$ cat src/include/systolicCfg.svh
`ifndef SYSTOLIC_CFG_SVH
`define SYSTOLIC_CFG_SVH

// Link framing
`define NIBBLE_W  4
`define BLOCK_LEN 4   // Cycles per block, one nibble each
`define CNT_W     2   // Block counter width

// Address field of a control word
`define ADDR_PASS   2'd0
`define ADDR_OPER   2'd1   // A0 A1 on column, B0 B1 on row
`define ADDR_LOAD01 2'd2   // C0 on column, C1 on row
`define ADDR_LOAD23 2'd3   // C2 on column, C3 on row

`endif

$ cat src/design/systolicPkg.sv
`include "systolicCfg.svh"

package systolicPkg;

    // One link nibble and one full link word
    typedef logic [`NIBBLE_W-1:0] nibble_t;
    typedef logic [`NIBBLE_W*`BLOCK_LEN-1:0] word_t;

    typedef logic [7:0] fp8_t;    // E5M2 operand
    typedef logic [15:0] fp16_t;  // Half precision product

    // One control bit per cycle of a block
    typedef logic [`BLOCK_LEN-1:0] ctrl_t;
    typedef logic [1:0] addr_t;

    // Values follow the block counter
    typedef enum logic [`CNT_W-1:0] {
        PH_LOAD0,
        PH_LOAD1,
        PH_LOAD2,
        PH_LAST
    } phase_e;

endpackage

$ cat src/design/frameIf.sv
`timescale 1ns/1ps

interface frameIf;
    import systolicPkg::*;

    // Live assembled words, valid as a whole in the last phase
    word_t colWord;
    word_t rowWord;
    ctrl_t colCtrl;
    ctrl_t rowCtrl;

    modport producer (
        output colWord,
        output rowWord,
        output colCtrl,
        output rowCtrl
    );

    modport consumer (
        input colWord,
        input rowWord,
        input colCtrl,
        input rowCtrl
    );
endinterface

$ cat src/design/cellControl.sv
`timescale 1ns/1ps
`include "systolicCfg.svh"

module cellControl (
    input  logic                clk,
    input  logic                rst_n,
    frameIf.consumer            frame,
    frameIf.consumer            fwdFrame,
    output systolicPkg::phase_e phase,
    output systolicPkg::addr_t  colLoad,
    output systolicPkg::addr_t  rowLoad,
    output logic                save
);
    import systolicPkg::*;

    logic [`CNT_W-1:0] blockCnt;
    addr_t fwdColAddr;
    addr_t fwdRowAddr;

    // Free running, wraps every block
    always_ff @(posedge clk) begin
        if (!rst_n) begin
            blockCnt <= '0;
        end else begin
            blockCnt <= blockCnt + 1'b1;
        end
    end

    assign phase = phase_e'(blockCnt);

    // Address sits in the top two control bits
    assign colLoad = frame.colCtrl[$bits(ctrl_t)-1 -: $bits(addr_t)];
    assign rowLoad = frame.rowCtrl[$bits(ctrl_t)-1 -: $bits(addr_t)];
    assign fwdColAddr = fwdFrame.colCtrl[$bits(ctrl_t)-1 -: $bits(addr_t)];
    assign fwdRowAddr = fwdFrame.rowCtrl[$bits(ctrl_t)-1 -: $bits(addr_t)];

    // Phases 2 and 3 multiply live operands, phases 0 and 1 the previous block
    always_comb begin
        if (phase == PH_LOAD2 || phase == PH_LAST) begin
            save = (colLoad == `ADDR_OPER) && (rowLoad == `ADDR_OPER);
        end else begin
            save = (fwdColAddr == `ADDR_OPER) && (fwdRowAddr == `ADDR_OPER);
        end
    end

    // Block boundaries never slip
    assert property (@(posedge clk) $past(rst_n) |-> blockCnt == $past(blockCnt) + 1'b1)
        else $error("block counter did not advance by one");

endmodule

$ cat src/design/nibblePort.sv
`timescale 1ns/1ps
`include "systolicCfg.svh"

module nibblePort (
    input  logic                 clk,
    input  logic                 rst_n,
    input  systolicPkg::nibble_t colIn,
    input  systolicPkg::nibble_t rowIn,
    input  logic                 colCtrlIn,
    input  logic                 rowCtrlIn,
    input  systolicPkg::phase_e  phase,
    input  systolicPkg::addr_t   colLoad,
    input  systolicPkg::addr_t   rowLoad,
    input  systolicPkg::word_t   acc0,
    input  systolicPkg::word_t   acc1,
    input  systolicPkg::word_t   acc2,
    input  systolicPkg::word_t   acc3,
    frameIf.producer             frame,
    frameIf.producer             fwdFrame,
    output systolicPkg::nibble_t colOut,
    output systolicPkg::nibble_t rowOut,
    output logic                 colCtrlOut,
    output logic                 rowCtrlOut
);
    import systolicPkg::*;

    logic [(`BLOCK_LEN-1)*`NIBBLE_W-1:0] colBuf;  // First three nibbles
    logic [(`BLOCK_LEN-1)*`NIBBLE_W-1:0] rowBuf;
    logic [`BLOCK_LEN-2:0] colCtrlBuf;
    logic [`BLOCK_LEN-2:0] rowCtrlBuf;
    word_t colLive;
    word_t rowLive;
    ctrl_t colCtrlLive;
    ctrl_t rowCtrlLive;
    word_t colFwd;   // Word going out during the next block
    word_t rowFwd;
    ctrl_t colCtrlFwd;
    ctrl_t rowCtrlFwd;
    word_t colSel;
    word_t rowSel;
    ctrl_t colCtrlSel;
    ctrl_t rowCtrlSel;

    // Nibble k goes to slot k counted from the top, MSB first
    always_ff @(posedge clk) begin
        if (!rst_n) begin
            colBuf <= '0;
            rowBuf <= '0;
            colCtrlBuf <= '0;
            rowCtrlBuf <= '0;
        end else begin
            for (int k = 0; k < `BLOCK_LEN - 1; k++) begin
                if (phase == phase_e'(k)) begin
                    colBuf[(`BLOCK_LEN-2-k)*`NIBBLE_W +: `NIBBLE_W] <= colIn;
                    rowBuf[(`BLOCK_LEN-2-k)*`NIBBLE_W +: `NIBBLE_W] <= rowIn;
                    colCtrlBuf[`BLOCK_LEN-2-k] <= colCtrlIn;
                    rowCtrlBuf[`BLOCK_LEN-2-k] <= rowCtrlIn;
                end
            end
        end
    end

    assign colLive = {colBuf, colIn};
    assign rowLive = {rowBuf, rowIn};
    assign colCtrlLive = {colCtrlBuf, colCtrlIn};
    assign rowCtrlLive = {rowCtrlBuf, rowCtrlIn};

    assign frame.colWord = colLive;
    assign frame.rowWord = rowLive;
    assign frame.colCtrl = colCtrlLive;
    assign frame.rowCtrl = rowCtrlLive;

    // Load blocks swap in the old accumulator value
    always_ff @(posedge clk) begin
        if (!rst_n) begin
            colFwd <= '0;
            rowFwd <= '0;
            colCtrlFwd <= '0;
            rowCtrlFwd <= '0;
        end else if (phase == PH_LAST) begin
            case (colLoad)
                `ADDR_LOAD01: colFwd <= acc0;
                `ADDR_LOAD23: colFwd <= acc2;
                `ADDR_PASS, `ADDR_OPER: colFwd <= colLive;
            endcase
            case (rowLoad)
                `ADDR_LOAD01: rowFwd <= acc1;
                `ADDR_LOAD23: rowFwd <= acc3;
                `ADDR_PASS, `ADDR_OPER: rowFwd <= rowLive;
            endcase
            colCtrlFwd <= colCtrlLive;  // Control words pass unchanged
            rowCtrlFwd <= rowCtrlLive;
        end
    end

    assign fwdFrame.colWord = colFwd;
    assign fwdFrame.rowWord = rowFwd;
    assign fwdFrame.colCtrl = colCtrlFwd;
    assign fwdFrame.rowCtrl = rowCtrlFwd;

    // Phase k brings nibble k to the top
    assign colSel = colFwd << (`NIBBLE_W * phase);
    assign rowSel = rowFwd << (`NIBBLE_W * phase);
    assign colCtrlSel = colCtrlFwd << phase;
    assign rowCtrlSel = rowCtrlFwd << phase;

    always_ff @(posedge clk) begin
        if (!rst_n) begin
            colOut <= '0;
            rowOut <= '0;
            colCtrlOut <= 1'b0;
            rowCtrlOut <= 1'b0;
        end else begin
            colOut <= colSel[$bits(word_t)-1 -: `NIBBLE_W];
            rowOut <= rowSel[$bits(word_t)-1 -: `NIBBLE_W];
            colCtrlOut <= colCtrlSel[$bits(ctrl_t)-1];
            rowCtrlOut <= rowCtrlSel[$bits(ctrl_t)-1];
        end
    end

endmodule

$ cat src/design/fp8Multiplier.sv
`timescale 1ns/1ps

module fp8Multiplier (
    input  systolicPkg::fp8_t  a,
    input  systolicPkg::fp8_t  b,
    output systolicPkg::fp16_t product
);
    import systolicPkg::*;

    logic sign;
    logic [4:0] expA;
    logic [4:0] expB;
    logic nanA;
    logic nanB;
    logic infA;
    logic infB;
    logic zeroA;
    logic zeroB;
    logic [2:0] sigA;      // Hidden bit plus two mantissa bits
    logic [2:0] sigB;
    logic [5:0] sigProd;   // 1.0 sits at bit 4
    logic [2:0] lead;
    logic [5:0] norm;      // Leading one moved to bit 5
    logic signed [6:0] expN;
    logic [3:0] shift;
    logic [23:0] wide;
    logic [10:0] kept;
    logic guardBit;
    logic stickyBit;
    logic [10:0] rounded;
    logic [4:0] expOut;

    assign sign = a[7] ^ b[7];

    // Classify operands
    assign nanA = (a[6:2] == 5'h1F) && (a[1:0] != 2'd0);
    assign nanB = (b[6:2] == 5'h1F) && (b[1:0] != 2'd0);
    assign infA = (a[6:2] == 5'h1F) && (a[1:0] == 2'd0);
    assign infB = (b[6:2] == 5'h1F) && (b[1:0] == 2'd0);
    assign zeroA = (a[6:2] == 5'd0) && (a[1:0] == 2'd0);
    assign zeroB = (b[6:2] == 5'd0) && (b[1:0] == 2'd0);

    // Subnormals use exponent 1 without the hidden bit
    assign expA = (a[6:2] == 5'd0) ? 5'd1 : a[6:2];
    assign expB = (b[6:2] == 5'd0) ? 5'd1 : b[6:2];
    assign sigA = {a[6:2] != 5'd0, a[1:0]};
    assign sigB = {b[6:2] != 5'd0, b[1:0]};
    assign sigProd = sigA * sigB;

    always_comb begin
        lead = 3'd0;
        for (int i = 0; i < 6; i++) begin
            if (sigProd[i]) begin
                lead = 3'(i);
            end
        end
    end

    assign norm = sigProd << (3'd5 - lead);

    // Rebias from two E5M2 exponents to half precision
    assign expN = $signed({2'b00, expA}) + $signed({2'b00, expB})
                + $signed({4'b0000, lead}) - 7'sd19;

    // Subnormal results shift right, no bits fall off the bottom
    assign shift = (expN > 7'sd0) ? 4'd0 : 4'(7'sd1 - expN);
    assign wide = {norm, 18'd0} >> shift;
    assign kept = wide[23:13];
    assign guardBit = wide[12];
    assign stickyBit = |wide[11:0];

    // Round to nearest, ties to even
    assign rounded = (guardBit && (stickyBit || kept[0])) ? kept + 11'd1 : kept;

    // Rounding up can carry a subnormal into the smallest normal
    assign expOut = !rounded[10] ? 5'd0 : (expN > 7'sd0) ? expN[4:0] : 5'd1;

    always_comb begin
        if (nanA || nanB || (infA && zeroB) || (zeroA && infB)) begin
            product = {sign, 5'h1F, 10'd1};   // Canonical NaN
        end else if (infA || infB) begin
            product = {sign, 5'h1F, 10'd0};
        end else if (zeroA || zeroB) begin
            product = {sign, 15'd0};
        end else if (expN >= 7'sd31) begin
            product = {sign, 5'h1F, 10'd0};   // Overflow
        end else if (expN < -7'sd10) begin
            product = {sign, 15'd0};          // Below half the smallest subnormal
        end else begin
            product = {sign, expOut, rounded[9:0]};
        end
    end

endmodule

$ cat src/design/productPipeline.sv
`timescale 1ns/1ps

module productPipeline (
    input  logic                clk,
    input  logic                rst_n,
    input  systolicPkg::phase_e phase,
    input  logic                save,
    frameIf.consumer            frame,
    frameIf.consumer            fwdFrame,
    input  systolicPkg::word_t  acc0,
    input  systolicPkg::word_t  acc1,
    input  systolicPkg::word_t  acc2,
    input  systolicPkg::word_t  acc3,
    output systolicPkg::word_t  mergedWord,
    output logic                mergeValid
);
    import systolicPkg::*;

    fp8_t opA;
    fp8_t opB;
    word_t accSel;
    fp16_t product;
    fp16_t prodS0;        // Product register
    word_t accS0;
    logic saveS0;
    logic [7:0] prodS1;   // Product bits 9..6 and 3..0
    word_t accS1;
    logic saveS1;
    logic [3:0] prodS2;   // Product bits 7..6 and 1..0
    word_t accS2;
    logic saveS2;

    // Two product bits into each byte of the accumulator
    function automatic word_t sliceMask(input logic [1:0] hiBits, input logic [1:0] loBits,
                                        input int pos);
        word_t mask;
        mask = '0;
        mask[pos+8 +: 2] = hiBits;
        mask[pos +: 2] = loBits;
        return mask;
    endfunction

    // A0 A1 in the high and low column bytes, B0 B1 likewise on the row
    always_comb begin
        case (phase)
            PH_LOAD2: begin
                opA = frame.colWord[15:8];
                opB = frame.rowWord[15:8];
                accSel = acc0;
            end
            PH_LAST: begin
                opA = frame.colWord[7:0];
                opB = frame.rowWord[15:8];
                accSel = acc1;
            end
            PH_LOAD0: begin
                opA = fwdFrame.colWord[15:8];
                opB = fwdFrame.rowWord[7:0];
                accSel = acc2;
            end
            default: begin
                opA = fwdFrame.colWord[7:0];
                opB = fwdFrame.rowWord[7:0];
                accSel = acc3;
            end
        endcase
    end

    fp8Multiplier mult (
        .a      (opA),
        .b      (opB),
        .product(product)
    );

    always_ff @(posedge clk) begin
        if (!rst_n) begin
            prodS0 <= '0;
            accS0 <= '0;
            saveS0 <= 1'b0;
            prodS1 <= '0;
            accS1 <= '0;
            saveS1 <= 1'b0;
            prodS2 <= '0;
            accS2 <= '0;
            saveS2 <= 1'b0;
        end else begin
            prodS0 <= product;
            accS0 <= accSel;
            saveS0 <= save;
            accS1 <= accS0 ^ sliceMask(prodS0[11:10], prodS0[5:4], 4);
            prodS1 <= {prodS0[9:6], prodS0[3:0]};
            saveS1 <= saveS0;
            accS2 <= accS1 ^ sliceMask(prodS1[7:6], prodS1[3:2], 2);
            prodS2 <= {prodS1[5:4], prodS1[1:0]};
            saveS2 <= saveS1;
        end
    end

    // Last slice stays combinational into the accumulator write
    assign mergedWord = accS2 ^ sliceMask(prodS2[3:2], prodS2[1:0], 0);
    assign mergeValid = saveS2;

endmodule

$ cat src/design/accumulatorBank.sv
`timescale 1ns/1ps
`include "systolicCfg.svh"

module accumulatorBank (
    input  logic                clk,
    input  logic                rst_n,
    input  systolicPkg::phase_e phase,
    frameIf.consumer            frame,
    input  systolicPkg::addr_t  colLoad,
    input  systolicPkg::addr_t  rowLoad,
    input  systolicPkg::word_t  mergedWord,
    input  logic                mergeValid,
    output systolicPkg::word_t  acc0,
    output systolicPkg::word_t  acc1,
    output systolicPkg::word_t  acc2,
    output systolicPkg::word_t  acc3
);
    import systolicPkg::*;

    logic loadAny;

    assign loadAny = (phase == PH_LAST)
                   && (colLoad inside {`ADDR_LOAD01, `ADDR_LOAD23}
                       || rowLoad inside {`ADDR_LOAD01, `ADDR_LOAD23});

    always_ff @(posedge clk) begin
        if (!rst_n) begin
            acc0 <= '0;
            acc1 <= '0;
            acc2 <= '0;
            acc3 <= '0;
        end else begin
            // Result arrives three cycles after its operand phase
            if (mergeValid) begin
                case (phase)
                    PH_LOAD1: acc0 <= mergedWord;
                    PH_LOAD2: acc1 <= mergedWord;
                    PH_LAST:  acc2 <= mergedWord;
                    default:  acc3 <= mergedWord;
                endcase
            end
            // Loads come last so they override the C2 merge
            if (loadAny) begin
                if (colLoad == `ADDR_LOAD01) begin
                    acc0 <= frame.colWord;
                end
                if (colLoad == `ADDR_LOAD23) begin
                    acc2 <= frame.colWord;
                end
                if (rowLoad == `ADDR_LOAD01) begin
                    acc1 <= frame.rowWord;
                end
                if (rowLoad == `ADDR_LOAD23) begin
                    acc3 <= frame.rowWord;
                end
            end
        end
    end

    // Outside of loads only the pipeline may change an accumulator
    assert property (@(posedge clk)
        $past(rst_n) && !$past(loadAny)
        && ({acc0, acc1, acc2, acc3} != $past({acc0, acc1, acc2, acc3}))
        |-> $past(mergeValid))
        else $error("accumulator changed without a valid merge");

endmodule

$ cat src/design/systolicCell.sv
`timescale 1ns/1ps

module systolicCell (
    input  logic                 clk,
    input  logic                 rst_n,
    input  systolicPkg::nibble_t colIn,
    input  systolicPkg::nibble_t rowIn,
    input  logic                 colCtrlIn,
    input  logic                 rowCtrlIn,
    output systolicPkg::nibble_t colOut,
    output systolicPkg::nibble_t rowOut,
    output logic                 colCtrlOut,
    output logic                 rowCtrlOut
);
    import systolicPkg::*;

    phase_e phase;
    addr_t colLoad;
    addr_t rowLoad;
    logic save;
    word_t mergedWord;
    logic mergeValid;
    word_t acc0;
    word_t acc1;
    word_t acc2;
    word_t acc3;

    frameIf liveFrame ();   // Words arriving this block
    frameIf fwdFrame ();    // Words leaving during this block

    cellControl ctrl (
        .clk     (clk),
        .rst_n   (rst_n),
        .frame   (liveFrame),
        .fwdFrame(fwdFrame),
        .phase   (phase),
        .colLoad (colLoad),
        .rowLoad (rowLoad),
        .save    (save)
    );

    nibblePort port (
        .clk       (clk),
        .rst_n     (rst_n),
        .colIn     (colIn),
        .rowIn     (rowIn),
        .colCtrlIn (colCtrlIn),
        .rowCtrlIn (rowCtrlIn),
        .phase     (phase),
        .colLoad   (colLoad),
        .rowLoad   (rowLoad),
        .acc0      (acc0),
        .acc1      (acc1),
        .acc2      (acc2),
        .acc3      (acc3),
        .frame     (liveFrame),
        .fwdFrame  (fwdFrame),
        .colOut    (colOut),
        .rowOut    (rowOut),
        .colCtrlOut(colCtrlOut),
        .rowCtrlOut(rowCtrlOut)
    );

    productPipeline pipe (
        .clk       (clk),
        .rst_n     (rst_n),
        .phase     (phase),
        .save      (save),
        .frame     (liveFrame),
        .fwdFrame  (fwdFrame),
        .acc0      (acc0),
        .acc1      (acc1),
        .acc2      (acc2),
        .acc3      (acc3),
        .mergedWord(mergedWord),
        .mergeValid(mergeValid)
    );

    accumulatorBank accs (
        .clk       (clk),
        .rst_n     (rst_n),
        .phase     (phase),
        .frame     (liveFrame),
        .colLoad   (colLoad),
        .rowLoad   (rowLoad),
        .mergedWord(mergedWord),
        .mergeValid(mergeValid),
        .acc0      (acc0),
        .acc1      (acc1),
        .acc2      (acc2),
        .acc3      (acc3)
    );

endmodule

$ cat config.mk
export PLATFORM = sky130hd
export DESIGN_NAME = systolicCell
export DESIGN_NICKNAME = d
export VERILOG_FILES = /design/src/design/systolicPkg.sv /design/src/design/frameIf.sv /design/src/design/cellControl.sv /design/src/design/nibblePort.sv /design/src/design/fp8Multiplier.sv /design/src/design/productPipeline.sv /design/src/design/accumulatorBank.sv /design/src/design/systolicCell.sv
export VERILOG_INCLUDE_DIRS = /design/src /design/src/include
export SDC_FILE = /design/constraint.sdc
export NUM_CORES = 1
export LEC_CHECK = 0
export BUFFER_PORTS_ARGS = -buffer_cell sky130_fd_sc_hd__buf_4
export CAP_MARGIN = 20
export CORE_MARGIN = 8
export CORE_UTILIZATION = 46
export CTS_BUF_LIST = sky130_fd_sc_hd__clkbuf_8 sky130_fd_sc_hd__clkbuf_16
export CTS_CLUSTER_SIZE = 20
export DETAILED_ROUTE_END_ITERATION = 8
export HOLD_SLACK_MARGIN = 0.1
export SYNTH_ARGS = -nofsm -noshare
export SYNTH_HDL_FRONTEND = slang
export SYNTH_SLANG_ARGS = --single-unit
export TNS_END_PERCENT = 1
$ cat constraint.sdc
create_clock -name clk -period 10 [get_ports clk]
set_clock_uncertainty 0.2 [all_clocks]
set_input_delay 1 -clock clk [delete_from_list [all_inputs] [get_ports clk]]
set_output_delay 1 -clock clk [all_outputs]
set_load 0.02 [all_outputs]
==> flow_metrics.tcl, run 1 <==
set metrics [dict create \
    ys_types 90 \
    syn_inst 1280 \
    port_buffers 21 \
    setup_ws_ns 0.744 \
    slowest_stage "nor4b_1" \
    drv_slew 0 \
    dieHeight_um 174 \
    grtUsageMet1_pct 28.6 \
    num_rows 57 \
    antenna_found_initial 0 \
    drt_iter0_markers 933 \
    power_switching_mw 0.853 \
    regToRegStartpoint "ctrl.phase[1]" \
    worst_pin_slew_ns 1.01 \
    grt_pass1_wl_mm 50.3 \
    gp_congestion 0.890 \
    die_area_um2 30200 \
    hold_path.class "reg -> reg" \
    ios 22 \
    synth_fp_nets 1324 \
    grt_use_met2_pct 32.5 \
    cp-start-kind "register" \
    root_buffer "clkbuf_16" \
    rsz0062_at_grt "false" \
    cp_max_fo 27 \
    power_density_nw_per_um2 204 \
    synth_edf_count 0 \
    r2r_cells 31 \
    syn2layout_area_growth_pct 10.6 \
    drt_pass1_iterations 6 \
    nFillCells 2291 \
    async_flop_share_pct 0 \
    htreeDepth 1 \
    period_minus_slack_ns 9.26 \
    ant_nets 0 \
    ys_seq_area_share_pct 38.6 \
    numClockSinks 221 \
    power_frac_seq_pct 35.7 \
    finalSetupTns_ns 0 \
    core_area_um2 24400 \
    cp_data_required_time_ns 10.25 \
    grt_most_used_layer "met2" \
    power.internal_mw 1.73 \
    clock.fmax_ghz 0.108 \
    crit_type "reg -> reg" \
    hp-start "pipe.prodS0[6]" \
    grt_pass1_vias 8510 \
    cp_slowest_stage_delay_ns 0.80 \
    drcViolationCount 0 \
    synth-seq-cells 221 \
    nets 1298 \
    worstPathArrival_ns 9.50 \
    status "complete, no violations" \
    yosys_warnings 0 \
    postCtsSetupRepairBufs 0 \
    clockPowerShare_pct 36.3 \
    wl_per_cell_um 20.2 \
    synth_area_per_cell_um2 8.95 \
    clk_pin_slew_worst_paths_ns 0.06 \
    num_vias 9150 \
    cts_tree "yes" \
    power_mw 2.58 \
    netSwitchingFraction_pct 33.0 \
    gr-total-overflow 0 \
    power.leakage_nw 5.19 \
    grt_use_total_pct 20.7 \
    cts_resized 0 \
    place_ws_ns 0.812 \
    grt.met3_usage_pct 3.20 \
    worstHoldEndpoint "pipe.prodS1[4]" \
    slew_headroom_pct 32.9 \
    clock_latency_ns 0.52 \
    crit_path_end_kind "register" \
    clockBufferDepth 3 \
    ys.flop_type "dfxtp_1" \
    synth_area_um2 11500 \
    drive_above_1_share_pct 10.4 \
    grt_max_degree 135 \
    die_w_um 174 \
    r2r_end "pipe.prodS0[4]" \
    hpwlAfterDp_mm 21.7 \
    start_util_pct 47.0 \
    fin_util_pct 52.0 \
    finalSetupViolations 0 \
    reg2reg_slack_ns 0.74 \
    viasPerCell 5.73 \
    cts_made_buffers 25 \
    maxCapViolCount 0 \
    timing.final.crit_share_pct 92.6 \
    pwr-share-comb_pct 28.0 \
    wirelength_mm 32.2 \
    ir_worst_vdd_v 0.000135 \
    hold_path_depth 1 \
    worst_hold_slack_ns 0.228 \
    antenna_cells 0 \
    hold_viol_final 0 \
    ctsHoldBuffers 0 \
]
==> stage by stage <==
step | instance area, um2 | cells
3_5_place_dp | 11800 | 1549
3_3_place_gp | 11800 | 1549
5_1_grt | 12700 | 1596
4_1_cts | 12600 | 1594
6_report | 12700 | 1596
2_1_floorplan | 11500 | 1280
==> cells in the final DEF, fill, tap and decap left out, types with 9 or more instances in the layout <==
master / instances
inv_1: 32
and2_1: 81
o211a_1: 48
ha_1: 23
nor2_1: 59
mux2i_1: 110
nor2b_1: 76
nand2_1: 182
a21boi_0: 19
a222oi_1: 21
dfxtp_1: 221
nand2b_1: 9
xor2_1: 11
a21oi_1: 51
mux4_2: 10
nand3_1: 56
o21ai_0: 24
clkbuf_16: 25
o211ai_1: 18
buf_4: 35
==> cell usage after synthesis (8+ instances only) <==
master,n,area share [%]
a21boi_0,19,1.2
a21oi_1,51,2.2
a222oi_1,21,1.8
and2_1,81,4.4
buf_1,15,0.49
clkbuf_1,67,2.2
dfxtp_1,221,39
ha_1,26,2.8
inv_1,30,0.98
mux2i_1,110,9.6
mux4_2,10,2.0
nand2_1,182,6.0
nand2b_1,9,0.49
nand3_1,56,2.4
nor2_1,59,1.9
nor2b_1,76,4.1
o211a_1,48,4.2
o211ai_1,18,1.2
o21ai_0,24,1.0
xnor2_1,8,0.61
xor2_1,11,0.84
==> final cells by class <==
cell class | count | area [um2] | share of cell area, %
tap | 324 | 405 | 3.20
multi-input combinational | 938 | 6570 | 51.8
inverter | 31 | 116 | 0.918
clock buffer | 33 | 736 | 5.81
timing repair buffer | 37 | 305 | 2.41
clock inverter | 12 | 120 | 0.948
sequential | 221 | 4420 | 34.9
==> state kept, by name (all words and copies together) (netlist names), 2 cells and up <==
signal                 flops
accs.acc1                 16
port.rowBuf               12
port.fwdFrame.rowWord     16
port.rowCtrlBuf            3
port.colBuf               12
port.fwdFrame.colWord     16
pipe.prodS0               12
port.rowOut                4
pipe.accS0                16
pipe.accS2                16
pipe.accS1                16
port.colCtrlBuf            3
port.colOut                4
accs.acc0                 16
pipe.prodS1                8
port.fwdFrame.colCtrl      4
accs.acc2                 16
ctrl.phase                 2
accs.acc3                 16
pipe.prodS2                4
port.fwdFrame.rowCtrl      4
==> how the worst max path moves through the flow <==
stage / slack (ns) / cells past startpoint / startpoint / end
finish: 0.74 / 31 / ctrl.phase[1] / pipe.prodS0[4]
global route: 0.24 / 31 / ctrl.phase[1] / pipe.prodS0[4]
CTS: 0.82 / 31 / ctrl.phase[1] / pipe.prodS0[4]
detailed placement: 0.81 / 30 / colIn[3] / pipe.prodS0[4]
global placement: 0.93 / 30 / colIn[3] / pipe.prodS0[4]
floorplan: 1.65 / 35 / ctrl.phase[0] / pipe.prodS0[4]
==> per-layer routing <==
metal  vias up  share of wire (%)
li1       4447                  -
met1      4347                 46
met2       301                 45
met3        55                6.3
met4         0                2.7
met5         -                  0
==> critical path: cells and delay by family, from the launching register on <==
| kind | cells | cell delay (ns) |
|---|---|---|
| buffers and inverters | 5 | 0.49 |
| adders and majority gates | 8 | 2.82 |
| AOI/OAI and AO/OA | 9 | 2.79 |
| DFF | 1 | 0.31 |
| and+or+nand+nor | 9 | 2.53 |
==> cells by family after synthesis <==
| group | synth area share, % |
|---|---|
| simple gates | 23.1 |
| mux | 12.2 |
| compound gates | 16.5 |
| buf+inv | 4.25 |
| xor+xnor | 1.45 |
| flops | 38.6 |
| fa+ha+maj | 3.89 |
==> power groups by stage <==
| stage | combinational [mW] | sequential (mW) | clock (mW) |
|---|---|---|---|
| floorplan | 0.579 | 0.931 | 0 |
| global placement | 0.717 | 0.939 | 0 |
| detailed placement | 0.711 | 0.939 | 0 |
| CTS | 0.715 | 0.920 | 0.954 |
| global route | 0.799 | 0.921 | 0.996 |
| finish | 0.724 | 0.920 | 0.937 |
(Power assumes the default switching activity.)
==> inputs of run 2 (changes only) <==
--- a/config.mk
+++ b/config.mk
@@ -14,6 +14,7 @@
 export CTS_CLUSTER_SIZE = 20
 export DETAILED_ROUTE_END_ITERATION = 8
 export HOLD_SLACK_MARGIN = 0.1
+export RECOVER_POWER = 25
 export SYNTH_ARGS = -nofsm -noshare
 export SYNTH_HDL_FRONTEND = slang
 export SYNTH_SLANG_ARGS = --single-unit
==> constraint.sdc (replaced) <==
create_clock -name clk -period 8.7 [get_ports clk]
set_clock_uncertainty 0.2 [all_clocks]
set_input_delay 0.87 -clock clk [delete_from_list [all_inputs] [get_ports clk]]
set_output_delay 0.87 -clock clk [all_outputs]
set_load 0.02 [all_outputs]
==> run 2 against run 1 <==
Compared with the run above: the run now ends with max-capacitance violations, max-slew violations left; first-iteration DRC count shrank 18%; clock power grew 18%; sequential share of layout area shrank 0.87 points; cell area grew 2.5%; largest power group unchanged; flip-flop and latch count is the same; wire length shrank 0.42%; count of clock-buffer cells in the layout shrank 2; worst hold slack lost 0.0028 ns; via count grew 0.98%.
==> flow_metrics.tcl, run 2 (synthesis gave the netlist of run 1 again) <==
set metrics [dict create \
    drt_iter0_markers 766 \
    cts_tree "yes" \
    port_buffers 21 \
    place_ws_ns -0.0413 \
    gp_congestion 0.864 \
    grt_max_degree 86 \
    r2r_cells 32 \
    r2r_end "pipe.prodS0[2]" \
    status "finished, violations left" \
    ctsHoldBuffers 0 \
    drive_above_1_share_pct 12.8 \
    maxCapViolCount 2 \
    die_w_um 174 \
    antenna_found_initial 1 \
    antenna_cells 0 \
    num_vias 9240 \
    clk_pin_slew_worst_paths_ns 0.06 \
    grt_pass1_vias 8768 \
    hold_path.class "reg -> reg" \
    final_cell_mix "dfxtp_1, nand2_1, mux2i_1" \
    worst_pin_slew_ns 2.94 \
    clockBufferDepth 3 \
    ant_nets 0 \
    cp-startpoint "ctrl.phase[0]" \
    hpwlAfterDp_mm 22.1 \
    hold_viol_final 0 \
    nets 1326 \
    drcViolationCount 0 \
    layout_commonest_cell "dfxtp_1" \
    slowest_stage "fa_1" \
    setup_ws_ns 0.421 \
    slew_headroom_pct -96.1 \
    period_minus_slack_ns 8.28 \
    numClockSinks 221 \
    timing.final.crit_share_pct 95.2 \
    hp-start "pipe.accS0[6]" \
    clock.fmax_ghz 0.121 \
    ir_worst_vdd_v 0.000156 \
    crit_type "reg -> reg" \
    cp_slowest_stage_delay_ns 0.47 \
    violations "max-capacitance violations, max-slew violations" \
    start_util_pct 47.0 \
    cpLargestDelayFamily "adder cells" \
    clock_latency_ns 0.51 \
    worstHoldEndpoint "pipe.accS1[6]" \
    nFillCells 2328 \
    cp_max_fo 13 \
    root_buffer "clkbuf_16" \
    finalInstanceArea_um2 13000 \
    cp_data_required_time_ns 8.91 \
    num_rows 57 \
    viasPerCell 5.69 \
    dp_cells 1567 \
    worst_hold_slack_ns 0.225 \
    drt_pass1_iterations 7 \
    dieHeight_um 174 \
    gr-total-overflow 0 \
    drv_slew 143 \
    wl_per_cell_um 19.8 \
    grt_pass1_wl_mm 50.7 \
    ios 22 \
    cp-start-kind "register" \
    syn2layout_area_growth_pct 13.4 \
    regToRegStartpoint "ctrl.phase[0]" \
    cts_made_buffers 25 \
    core_area_um2 24400 \
    wirelength_mm 32.1 \
    die_area_um2 30200 \
    layout.cells.non_filler 1624 \
    dpl_cell_area_um2 11900 \
    cp_common_cell "fa_1" \
    power_density_nw_per_um2 235 \
    finalSetupViolations 0 \
    worst-path-buf-inv 6 \
    htreeDepth 1 \
    hold_path_depth 1 \
    crit_path_end_kind "register" \
    power.leakage_nw 5.31 \
    finalSetupTns_ns 0 \
    reg2reg_slack_ns 0.42 \
    worstPathArrival_ns 8.49 \
    grt_use_total_pct 20.5 \
]
-- run 2: cell count changes in the layout (fill, tap and decap cells not counted), moves of 3 or more --
| cell | previous run | this run |
|---|---|---|
| buf_4 | 35 | 60 |
| and2_1 | 81 | 63 |
| mux2i_1 | 110 | 105 |
| mux2i_4 | 1 | 4 |
| inv_1 | 32 | 36 |
| and2_0 | 1 | 19 |
-- run 2: worst max path at each step --
| stage | end | cells past startpoint | slack, ns |
|---|---|---|---|
| global route | pipe.prodS0[4] | 34 | -0.04 |
| finish | pipe.prodS0[2] | 32 | 0.42 |
| CTS | pipe.prodS0[4] | 32 | 0.006 |
| floorplan | pipe.prodS0[4] | 35 | 0.35 |
| global placement | pipe.prodS0[4] | 30 | 0.1 |
| detailed placement | pipe.prodS0[4] | 30 | -0.04 |
-- run 2: layout make-up --
| type | instances | area (um2) | share of cell area (%) |
|---|---|---|---|
| multi-input cells | 938 | 6680 | 51.4 |
| flip-flops and latches | 221 | 4420 | 34.0 |
| clock buffers | 31 | 708 | 5.45 |
| repair buffers | 65 | 492 | 3.78 |
| well taps | 324 | 405 | 3.12 |
| clock inverters | 14 | 171 | 1.32 |
| inverters | 31 | 116 | 0.895 |
-- run 2: where the power goes --
| group | internal [mW] | switching (mW) | total (mW) |
|---|---|---|---|
| Combinational | 0.334 | 0.557 | 0.891 |
| Clock | 0.692 | 0.414 | 1.11 |
| Sequential | 1.03 | 0.0231 | 1.06 |
-- run 2: layer usage --
metal | wire (um) | track usage [%]
met2 | 15300 | 34.2
met5 | 13 | 0
met3 | 1360 | 2.22
met1 | 14700 | 27.5
met4 | 697 | 5.74
-- run 2: what timing repair did --
action / in CTS / in global routing
setup buffers: 0 / 11
setup endpoints to repair: 0 / 10
resized for setup: 0 / 19
hold endpoints to repair: 0 / 0
-- run 2: metrics by stage --
stage / power (mW) / util [%]
floorplan: 1.74 / -
global placement: 1.91 / 48.8
detailed placement: 1.91 / 48.9
CTS: 3.01 / 52.5
global route: 3.20 / 53.3
finish: 3.05 / 53.3
